==> config.mk <==
export PLATFORM = sky130hd
export DESIGN_NAME = dispatch_top
export DESIGN_NICKNAME = d
export VERILOG_FILES = /design/src/rtl/dispatch_pkg.sv /design/src/rtl/issue_ctrl.sv /design/src/rtl/operand_lane.sv /design/src/rtl/dispatch_reg.sv /design/src/rtl/dispatch_top.sv
export SDC_FILE = /design/constraint.sdc
export NUM_CORES = 1
export LEC_CHECK = 0
export BUFFER_PORTS_ARGS = -buffer_cell sky130_fd_sc_hd__buf_2
export CAP_MARGIN = 0
export CORE_AREA = 2 2 365 367
export DETAILED_ROUTE_END_ITERATION = 7
export DIE_AREA = 0 0 367 369
export PLACE_DENSITY_LB_ADDON = 0.1
export SETUP_SLACK_MARGIN = 0.15
export SLEW_MARGIN = 20
export SYNTH_ARGS = -nofsm -noshare
export SYNTH_HDL_FRONTEND = slang
export SYNTH_SLANG_ARGS = --single-unit
==> constraint.sdc <==
create_clock -name clk -period 3 [get_ports clk]
set_input_delay 0.45 -clock clk [delete_from_list [all_inputs] [get_ports clk]]
set_output_delay 0.45 -clock clk [all_outputs]
set_load 0.05 [all_outputs]
==> src/rtl/dispatch_pkg.sv <==
`default_nettype none

package dispatch_pkg;

    localparam int XLEN   = 32; // data and pc width
    localparam int REG_AW = 5;  // register address width
    localparam int LANES  = 2;  // issue width

    typedef logic [7:0] alu_op_t;
    typedef logic [2:0] alu_sel_t;

    // alu ops this stage has to recognise
    localparam alu_op_t ALU_PCADDU12I = 8'h1c;
    localparam alu_op_t ALU_LDB       = 8'h28; // load class
    localparam alu_op_t ALU_LDH       = 8'h29;
    localparam alu_op_t ALU_LDW       = 8'h2a;
    localparam alu_op_t ALU_LDBU      = 8'h2c;
    localparam alu_op_t ALU_LDHU      = 8'h2d;
    localparam alu_op_t ALU_LLW       = 8'h30;
    localparam alu_op_t ALU_SCW       = 8'h31; // sc.w returns data too

    localparam alu_sel_t ALU_SEL_LOAD_STORE = 3'b111;

    typedef struct packed {
        logic              valid;
        logic [XLEN-1:0]   pc;
        logic [XLEN-1:0]   inst;
        alu_op_t           alu_op;
        alu_sel_t          alu_sel;
        logic [XLEN-1:0]   imm;
        logic              src1_en;
        logic [REG_AW-1:0] src1_addr;
        logic              src2_en;
        logic [REG_AW-1:0] src2_addr;
        logic              rd_en;
        logic [REG_AW-1:0] rd_addr;
        logic              is_priv;
        logic              is_cnt;
    } inst_slot_t;

    typedef struct packed {
        logic              en;
        logic [REG_AW-1:0] addr;
        logic [XLEN-1:0]   data;
    } wb_port_t;

    typedef struct packed {
        wb_port_t port0; // older of the pair, wins on a tie
        wb_port_t port1;
    } fwd_stage_t;

    typedef struct packed {
        logic [XLEN-1:0] data1;
        logic [XLEN-1:0] data2;
    } rf_read_t;

    typedef struct packed {
        logic              valid;
        logic [XLEN-1:0]   pc;
        logic [XLEN-1:0]   inst;
        alu_op_t           alu_op;
        alu_sel_t          alu_sel;
        logic              rd_en;
        logic [REG_AW-1:0] rd_addr;
        logic [XLEN-1:0]   src1_val;
        logic [XLEN-1:0]   src2_val;
    } issue_slot_t;

    // ops whose result only exists after the memory stage
    function automatic logic is_load_op(input alu_op_t op);
        return (op == ALU_LDB) || (op == ALU_LDH) || (op == ALU_LDW)
            || (op == ALU_LDBU) || (op == ALU_LDHU) || (op == ALU_LLW)
            || (op == ALU_SCW);
    endfunction

endpackage

`default_nettype wire

==> src/rtl/issue_ctrl.sv <==
`timescale 1ns/1ps
`default_nettype none

module issue_ctrl (
    input  var dispatch_pkg::inst_slot_t [dispatch_pkg::LANES-1:0] slot_i,
    input  var logic [dispatch_pkg::REG_AW-1:0]                     ex_wr_addr_i,
    input  var dispatch_pkg::alu_op_t [1:0]                         ex_alu_op_i,
    input  var logic                                                ex_pause_i,
    output var logic [dispatch_pkg::LANES-1:0]                      send_en_o,
    output var logic                                                stall_o
);

    logic mem_inst;     // either slot goes to the load/store unit
    logic priv_inst;
    logic cnt_inst;
    logic raw_hazard;   // slot 1 reads what slot 0 writes
    logic send_double;
    logic ex_load;
    logic [3:0] ex_match; // one bit per enabled source

    assign mem_inst = (slot_i[0].alu_sel == dispatch_pkg::ALU_SEL_LOAD_STORE)
                   || (slot_i[1].alu_sel == dispatch_pkg::ALU_SEL_LOAD_STORE);
    assign priv_inst = slot_i[0].is_priv || slot_i[1].is_priv;
    assign cnt_inst  = slot_i[0].is_cnt || slot_i[1].is_cnt;

    // writes to r0 are dropped, so they never create a dependency
    assign raw_hazard = slot_i[0].rd_en && (slot_i[0].rd_addr != '0)
        && ((slot_i[1].src1_en && (slot_i[1].src1_addr == slot_i[0].rd_addr))
         || (slot_i[1].src2_en && (slot_i[1].src2_addr == slot_i[0].rd_addr)));

    assign send_double = slot_i[0].valid && slot_i[1].valid && !mem_inst
                      && !priv_inst && !cnt_inst && !raw_hazard;

    always_comb begin
        if (send_double) begin
            send_en_o = 2'b11;
        end else if (slot_i[0].valid) begin
            send_en_o = 2'b01; // older slot first
        end else if (slot_i[1].valid) begin
            send_en_o = 2'b10;
        end else begin
            send_en_o = 2'b00;
        end
    end

    assign ex_load = dispatch_pkg::is_load_op(ex_alu_op_i[0])
                  || dispatch_pkg::is_load_op(ex_alu_op_i[1]);

    // loads are never paired, so only ex port 0 can hold the load target
    assign ex_match[0] = slot_i[0].src1_en && (slot_i[0].src1_addr == ex_wr_addr_i);
    assign ex_match[1] = slot_i[0].src2_en && (slot_i[0].src2_addr == ex_wr_addr_i);
    assign ex_match[2] = slot_i[1].src1_en && (slot_i[1].src1_addr == ex_wr_addr_i);
    assign ex_match[3] = slot_i[1].src2_en && (slot_i[1].src2_addr == ex_wr_addr_i);

    assign stall_o = ex_load && (|ex_match) && !ex_pause_i;

endmodule

`default_nettype wire

==> src/rtl/operand_lane.sv <==
`timescale 1ns/1ps
`default_nettype none

module operand_lane (
    input  var dispatch_pkg::inst_slot_t  slot_i,
    input  var dispatch_pkg::rf_read_t    rf_i,
    input  var logic                      send_i,
    input  var dispatch_pkg::fwd_stage_t  ex_fwd_i,
    input  var dispatch_pkg::fwd_stage_t  mem_fwd_i,
    input  var dispatch_pkg::fwd_stage_t  wb_fwd_i,
    output var dispatch_pkg::issue_slot_t issue_o
);

    logic                         is_pcadd;
    logic [dispatch_pkg::XLEN-1:0] src1_val;
    logic [dispatch_pkg::XLEN-1:0] src2_val;

    // one stage's two write ports, port0 first
    function automatic logic [dispatch_pkg::XLEN-1:0] pick_fwd(
        input dispatch_pkg::fwd_stage_t      st,
        input logic [dispatch_pkg::REG_AW-1:0] addr,
        input logic [dispatch_pkg::XLEN-1:0]   prev
    );
        if (st.port0.en && (st.port0.addr == addr)) begin
            return st.port0.data;
        end else if (st.port1.en && (st.port1.addr == addr)) begin
            return st.port1.data;
        end
        return prev;
    endfunction

    function automatic logic [dispatch_pkg::XLEN-1:0] resolve_src(
        input logic                          en,
        input logic [dispatch_pkg::REG_AW-1:0] addr,
        input logic [dispatch_pkg::XLEN-1:0]   rf_data
    );
        logic [dispatch_pkg::XLEN-1:0] val;

        val = en ? rf_data : slot_i.imm; // disabled source carries the immediate
        if (en) begin
            // applied oldest first so the youngest producer wins
            val = pick_fwd(wb_fwd_i, addr, val);
            val = pick_fwd(mem_fwd_i, addr, val);
            val = pick_fwd(ex_fwd_i, addr, val);
            if (addr == '0) begin
                val = '0;
            end
            if (is_pcadd) begin
                val = slot_i.pc;
            end
        end
        return val;
    endfunction

    assign is_pcadd = (slot_i.alu_op == dispatch_pkg::ALU_PCADDU12I);

    always_comb begin
        src1_val = resolve_src(slot_i.src1_en, slot_i.src1_addr, rf_i.data1);
        src2_val = resolve_src(slot_i.src2_en, slot_i.src2_addr, rf_i.data2);
    end

    always_comb begin
        issue_o = '0; // unsent lane leaves as a bubble
        if (send_i) begin
            issue_o.valid    = slot_i.valid;
            issue_o.pc       = slot_i.pc;
            issue_o.inst     = slot_i.inst;
            issue_o.alu_op   = slot_i.alu_op;
            issue_o.alu_sel  = slot_i.alu_sel;
            issue_o.rd_en    = slot_i.rd_en;
            issue_o.rd_addr  = slot_i.rd_addr;
            issue_o.src1_val = src1_val;
            issue_o.src2_val = src2_val;
        end
    end

endmodule

`default_nettype wire

==> src/rtl/dispatch_reg.sv <==
`timescale 1ns/1ps
`default_nettype none

module dispatch_reg (
    input  var logic                                                 clk,
    input  var logic                                                 rst_n_i,
    input  var logic                                                 flush_i,
    input  var logic                                                 pause_i,
    input  var logic                                                 stall_i,
    input  var logic [dispatch_pkg::LANES-1:0]                       send_en_i,
    input  var dispatch_pkg::issue_slot_t [dispatch_pkg::LANES-1:0]  lane_i,
    output var logic [dispatch_pkg::LANES-1:0]                       issue_o,
    output var dispatch_pkg::issue_slot_t [dispatch_pkg::LANES-1:0]  out_o
);

    dispatch_pkg::issue_slot_t [dispatch_pkg::LANES-1:0] out_q;

    // decode only retires what was really taken this cycle
    assign issue_o = pause_i ? '0 : send_en_i;

    always_ff @(posedge clk) begin
        if (!rst_n_i || flush_i || stall_i) begin
            out_q <= '0; // bubble toward execute
        end else if (!pause_i) begin
            out_q <= lane_i;
        end
    end

    assign out_o = out_q;

endmodule

`default_nettype wire

==> src/rtl/dispatch_top.sv <==
`timescale 1ns/1ps
`default_nettype none

module dispatch_top (
    input  var logic                                                 clk,
    input  var logic                                                 rst_n_i,
    input  var dispatch_pkg::inst_slot_t [dispatch_pkg::LANES-1:0]   slot_i,
    input  var dispatch_pkg::rf_read_t [dispatch_pkg::LANES-1:0]     rf_i,
    input  var dispatch_pkg::fwd_stage_t                             ex_fwd_i,
    input  var dispatch_pkg::fwd_stage_t                             mem_fwd_i,
    input  var dispatch_pkg::fwd_stage_t                             wb_fwd_i,
    input  var dispatch_pkg::alu_op_t [1:0]                          ex_alu_op_i,
    input  var logic                                                 ex_pause_i,
    input  var logic                                                 pause_i,
    input  var logic                                                 flush_i,
    output var logic [dispatch_pkg::LANES-1:0]                       issue_o,
    output var logic                                                 stall_o,
    output var dispatch_pkg::issue_slot_t [dispatch_pkg::LANES-1:0]  out_o
);

    logic [dispatch_pkg::LANES-1:0]                      send_en;
    logic                                                stall;
    dispatch_pkg::issue_slot_t [dispatch_pkg::LANES-1:0] lane_slot;

    issue_ctrl u_issue_ctrl (
        .slot_i       (slot_i),
        .ex_wr_addr_i (ex_fwd_i.port0.addr), // load target sits on port 0
        .ex_alu_op_i  (ex_alu_op_i),
        .ex_pause_i   (ex_pause_i),
        .send_en_o    (send_en),
        .stall_o      (stall)
    );

    assign stall_o = stall;

    for (genvar g = 0; g < dispatch_pkg::LANES; g++) begin : g_lane
        operand_lane u_operand_lane (
            .slot_i    (slot_i[g]),
            .rf_i      (rf_i[g]),
            .send_i    (send_en[g]),
            .ex_fwd_i  (ex_fwd_i),
            .mem_fwd_i (mem_fwd_i),
            .wb_fwd_i  (wb_fwd_i),
            .issue_o   (lane_slot[g])
        );
    end

    dispatch_reg u_dispatch_reg (
        .clk       (clk),
        .rst_n_i   (rst_n_i),
        .flush_i   (flush_i),
        .pause_i   (pause_i),
        .stall_i   (stall),
        .send_en_i (send_en),
        .lane_i    (lane_slot),
        .issue_o   (issue_o),
        .out_o     (out_o)
    );

endmodule

`default_nettype wire

# Word level (Yosys, flattened, before mapping)
# Index checks and enable logic that the tools add are counted.
[op_classes] n_eq_ne=48 mux=94 reduce_logical=70
[op_table] cell="2-to-1 mux 32 bit" count=52
[op_table] cell="2-to-1 mux 146 bit" count=2
[op_table] cell="== test 5 bit" count=30
[op_table] cell="== test 8 x 6 -> 1 bit, second input constant" count=14
[op_table] cell="logical AND 1 bit" count=39
[op_table] cell="2-to-1 mux 1 bit" count=36
[op_table] cell="zero test 5 bit" count=4
[op_table] cell="logical OR 1 bit" count=19
[op_table] cell="== test 8 x 5 -> 1 bit, second input constant" count=2
[op_table] cell="2-to-1 mux 2 bit" count=4
[op_table] cell="== test 3 bit, second input constant" count=2
[op_table] cell="zero test 1 bit" count=6
[op_table] cell="nonzero test 5 bit" count=1
[op_table] cell="OR reduction 4 bit" count=1
[totals] reg_bits=292 in_bits=633 out_inout_bits=295

# Depth between registers and ports, before layout
[logic_depth] word_depth=12 mapped_depth=11

# Modules after synthesis
# From an unflattened synthesis, not the netlist that was laid out.
[hier_totals] hier_cells=3352 hier_area_um2=26844.5
[modules_own_cells] module="operand_lane" n_inst=2 cells_per_inst=1170 area_each_um2=7888.8
[modules_own_cells] module="dispatch_reg" n_inst=1 cells_per_inst=945 area_each_um2=10578.9
[modules_own_cells] module="issue_ctrl" n_inst=1 cells_per_inst=67 area_each_um2=488.0

# Worst setup path before layout
# No wires, ideal clock.
[synth_timing] path_type="input port to flip-flop" startpoint="in slot_i[11] (netlist bit)" endpoint="reg u_dispatch_reg.out_q, in the netlist u_dispatch_reg.out_o[10]" setup_time_ns=0.123 t_arrival_ns=2.337 required_time_ns=2.877 path_slack_ns=0.541 path_stages=10 path_buffers=3 path_cell_list="buf_2 -> xor2_1 -> nor4_1 -> and3_1 -> buf_2 -> buf_2 -> mux2_2 -> a211o_1 -> a32oi_1 -> o21ai_0"
[synth_via] elab_chain_cells=12 word_cells_on_any_way=38 classes_between="eq/ne (7); mux (19); reduce/logical (12)"
[synth_lines] item="from (decl)" line_no="dispatch_top.sv:7" rtl="input var dispatch_pkg::inst_slot_t [dispatch_pkg::LANES-1:0] slot_i,"
[synth_lines] item="== test 5 bit" line_no="operand_lane.sv:26" rtl="end else if (st.port1.en && (st.port1.addr == addr)) begin"
[synth_lines] item="logical AND 1 bit" line_no="operand_lane.sv:26"
[synth_lines] item="2-to-1 mux 1 bit" line_no="operand_lane.sv:26"
[synth_lines] item="2-to-1 mux 1 bit" line_no="operand_lane.sv:24" rtl="if (st.port0.en && (st.port0.addr == addr)) begin"
[synth_lines] item="2-to-1 mux 1 bit" line_no="operand_lane.sv:40" rtl="if (en) begin"
[synth_lines] item="2-to-1 mux 32 bit (3 in series)" line_no="operand_lane.sv:29" rtl="return prev;"
[synth_lines] item="2-to-1 mux 32 bit" line_no="operand_lane.sv:45" rtl="if (addr == '0) begin"
[synth_lines] item="2-to-1 mux 32 bit" line_no="operand_lane.sv:48" rtl="if (is_pcadd) begin"
[synth_lines] item="2-to-1 mux 32 bit" line_no="operand_lane.sv:40"
[synth_lines] item="2-to-1 mux 146 bit" line_no="operand_lane.sv:64" rtl="if (send_i) begin"
[synth_lines] item="to (signal assigned)" line_no="dispatch_reg.sv:25" rtl="out_q <= lane_i;"
[synth_lines] item="to (decl)" line_no="dispatch_reg.sv:16" rtl="dispatch_pkg::issue_slot_t [dispatch_pkg::LANES-1:0] out_q;"
# Several ways; a longest one is shown, not always the timed one. The select of a mux whose other input is x is not followed.
# A chain may end at the register's enable or synchronous reset.

# Worst setup path after layout
[layout_timing] startpoint="in slot_i[4] (netlist bit)" endpoint="out issue_o[1] (netlist bit)"
[layout_via] elab_chain_cells=8 word_cells_on_any_way=12 classes_between="eq/ne (2); mux (2); reduce/logical (8)"
[layout_lines] item="== test 5 bit, on equally long branches" line_no="issue_ctrl.sv:28, issue_ctrl.sv:29"
[layout_lines] item="logical AND 1 bit, on equally long branches" line_no="issue_ctrl.sv:28, issue_ctrl.sv:29"
[layout_lines] item="logical OR 1 bit" line_no="issue_ctrl.sv:29" rtl="|| (slot_i[1].src2_en && (slot_i[1].src2_addr == slot_i[0].rd_addr)));"
[layout_lines] item="logical AND 1 bit (*)" line_no="issue_ctrl.sv:28" rtl="&& ((slot_i[1].src1_en && (slot_i[1].src1_addr == slot_i[0].rd_addr))"
[layout_lines] item="zero test 1 bit (*)" line_no="issue_ctrl.sv:32" rtl="&& !priv_inst && !cnt_inst && !raw_hazard;"
[layout_lines] item="logical AND 1 bit (*)" line_no="issue_ctrl.sv:32"
[layout_lines] item="2-to-1 mux 2 bit (*)" line_no="issue_ctrl.sv:35" rtl="if (send_double) begin"
[layout_lines] item="2-to-1 mux 2 bit (*)" line_no="dispatch_reg.sv:19" rtl="assign issue_o = pause_i ? '0 : send_en_i;"
[layout_lines] item="to (decl)" line_no="dispatch_top.sv:16" rtl="output var logic [dispatch_pkg::LANES-1:0] issue_o,"
# Mark *: on every way between the ends. The rest lies on a longest branch, timed or not.

==> impl_metrics.json <==
{
  "cts.sinks": 292,
  "syn_avg_cell_area_sq_um": 8.32,
  "synth_compound_area_share_pct": 27.6,
  "dp_hpwl_um": 136000,
  "place_ws_ns": -0.123,
  "yosys.area.top_type": "dfxtp_1",
  "drtAntennaViolNets": 0,
  "numCtsBuffers": 45,
  "worst_pin_slew_ns": 0.850,
  "rsz0062_at_grt": "false",
  "finalSetupViolCount": 0,
  "die_y_um": 369,
  "synthFlopType": "dfxtp_1",
  "first_pass_iters": 8,
  "final_core_util_pct": 25.2,
  "antenna_found_initial": 91,
  "die_area_sq_um": 135000,
  "synth_edf_count": 0,
  "multi_input_area_sq_um": 15800,
  "worstPathMaxFanout": 7,
  "drv_cap": 0,
  "area_delta_synth_final_pct": 44.3,
  "vdd_drop_max_v": 0.000399,
  "worstSetupEndpointType": "output port",
  "worst_slack_ns": 0.405,
  "power.density_nw_per_um2": 404,
  "synth_top_area_share_pct": 25.6,
  "synth_nets": 3383,
  "finClkSkew_ns": 0,
  "register_area_sq_um": 5850,
  "slew_headroom_pct": 43.3,
  "ctsHoldBuffers": 46,
  "io_pins": 928,
  "clkTransAtPathRegs_ns": 0.06,
  "fp.dieW_um": 367,
  "grt-ovfl-total": 0,
  "synth_area_leaders": "dfxtp_1 26%, mux2_2 15%, nor2_1 5.8%, a22oi_1 5.3%, nand2_1 3.7%",
  "grt_pass1_wl_um": 238000,
  "layout-drive-gt1-share_pct": 43.3,
  "finalCriticalPeriod_ns": 2.59,
  "vias": 27481,
  "seq_area_frac_synth_pct": 25.6,
  "globalRouteTotalUtil_pct": 25.2,
  "synth_fa_ha_area_share_pct": 0,
  "drt-vias-per-instance": 5.01,
  "largest_reg_flops": 292,
  "cp.arrival_ns": 2.14,
  "clockBufferDepth": 3,
  "clk_latency_ns": 0.64,
  "drc": 0,
  "avgRoutedWirePerCell_um": 32.7,
  "port_buffers": 927,
  "gp_congestion": 0.818,
  "fin_crit_sh_pct": 86.5,
  "totalWireLength_um": 179000,
  "outcome": "complete, no violations",
  "muxShareOfSynthArea_pct": 17.7,
  "nFillCells": 14806,
  "slew_viol_final": 0,
  "worst-setup-path-type": "in2out",
  "synth.distinct_cells": 76,
  "synth_top_family_by_area": "compound AO/OA/AOI/OAI gates",
  "num_rows": 133,
  "cts_resized": 0,
  "yosysWarnings": 0,
  "core_sq_um": 131000,
  "leakage_nw": 14.2,
  "grt_pass1_vias": 27428,
  "hold_class": "in2reg",
  "hold_viol": 0,
  "fmax_mhz": 385,
  "worstSetupStartpointType": "input port",
  "netlist_area_sq_um": 22900,
  "first_iter_violations": 2148,
  "synth.ff_latch_count": 292,
  "syn-instance-count": 2750,
  "cts_root_buffer": "clkbuf_16",
  "nNetsFinal": 4304,
  "synth-async-reset-ratio_pct": 0,
  "cts-htree-levels": 2,
  "critPathRequiredTime_ns": 2.55,
  "start_util_pct": 17.4,
  "cts_tree": "done",
  "grt_max_degree": 110,
  "postCtsSetupRepairBufs": 0,
  "synthXorXnorAreaFrac_pct": 4.98,
  "synthSimpleGateAreaFrac_pct": 17.7
}
-- synth_stat cells (54+ instances only) --
master,n
nor2_1,353
mux2_2,300
dfxtp_1,292
nand2_1,227
clkbuf_1,181
a22oi_1,163
o21ai_0,101
o221ai_1,83
xor2_1,75
and2_1,73
o311a_1,60
xnor2_1,55
mux2i_1,54
-- per-layer routing --
layer | track usage, % | up-vias | part of all wire (%)
li1 | - | 12188 | -
met1 | 32.4 | 13629 | 43
met2 | 41.8 | 1300 | 47
met3 | 5.54 | 296 | 6.8
met4 | 7.81 | 68 | 2.8
met5 | 0 | - | 0.24
-- cell families (layout without fill, tap and decap cells) --
family                 after synthesis  count (layout)
flip-flops                         292             292
AND/OR/NAND/NOR                    865             865
buffers and inverters              320            1274
other                                0              27
XOR/XNOR                           130             130
AO/OA/AOI/OAI                      777             777
multiplexers                       366             366
-- final cells by class --
type	count	share of cell area (%)
Tap cell	1755	6.65
Sequential cell	292	17.7
Antenna cell	27	0.205
Clock inverter	12	0.717
Inverter	38	0.440
Timing Repair Buffer	1156	22.3
Multi-Input combinational cell	2138	48.0
Clock buffer	68	4.01
-- placed cells by master (no fill, tap or decap), types with 41 or more instances in the layout --
cell type / count
buf_4: 117
a22oi_1: 163
dlygate4sd3_1: 46
nor2_1: 349
o21ai_0: 101
xor2_1: 75
xnor2_1: 55
mux2_2: 300
buf_2: 922
buf_12: 69
nand2_1: 219
and2_1: 72
a32oi_1: 41
a211o_1: 44
clkbuf_16: 45
o311a_1: 60
o221ai_1: 83
mux2i_1: 54
dfxtp_1: 292
-- power breakdown --
| group | switching, mW | leakage, nW | total [mW] | internal (mW) |
|---|---|---|---|---|
| combinational | 2.07 | 11.0 | 3.42 | 1.35 |
| sequential | 0.0456 | 2.36 | 4.00 | 3.95 |
| clock | 2.43 | 0.760 | 5.92 | 3.49 |
-- final timing paths --
| kind | end | slack, ns | from | cells past startpoint |
|---|---|---|---|---|
| worst min-delay path | u_dispatch_reg.out_o[82]$_SDFFE_PP0N_ | 0.05 | slot_i[64] | 3 |
| worst max register to register | u_dispatch_reg.out_o[32]$_SDFFE_PP0N_ | 2.15 | u_dispatch_reg.out_o[32]$_SDFFE_PP0N_ | 2 |
| worst max-delay path | issue_o[1] | 0.41 | slot_i[4] | 6 |
| worst min register to register | u_dispatch_reg.out_o[37]$_SDFFE_PP0N_ | 0.45 | u_dispatch_reg.out_o[37]$_SDFFE_PP0N_ | 2 |
-- stage by stage --
stage               power [mW]  std cells  hold WS (ns)  instance area [sq um]  TNS (ns)
detailed placement        7.45       5333         0.441                  30900    -0.123
finish                    13.3       5486        0.0469                  33000         0
CTS                       13.5       5459     0.0000580                  32900         0
global route              13.8       5475        0.0269                  33000         0
global placement          7.46       5333         0.434                  30900    -0.139
floorplan                 5.76       2750         0.594                  22900         0
-- critical path: stages --
cell and delay, ns:
buf_2 0.15, or4_1 0.50, o21ai_0 0.17, a21oi_1 0.09, o32ai_4 0.39, buf_2 0.39
No activity file was read; power rests on OpenSTA's default activity.
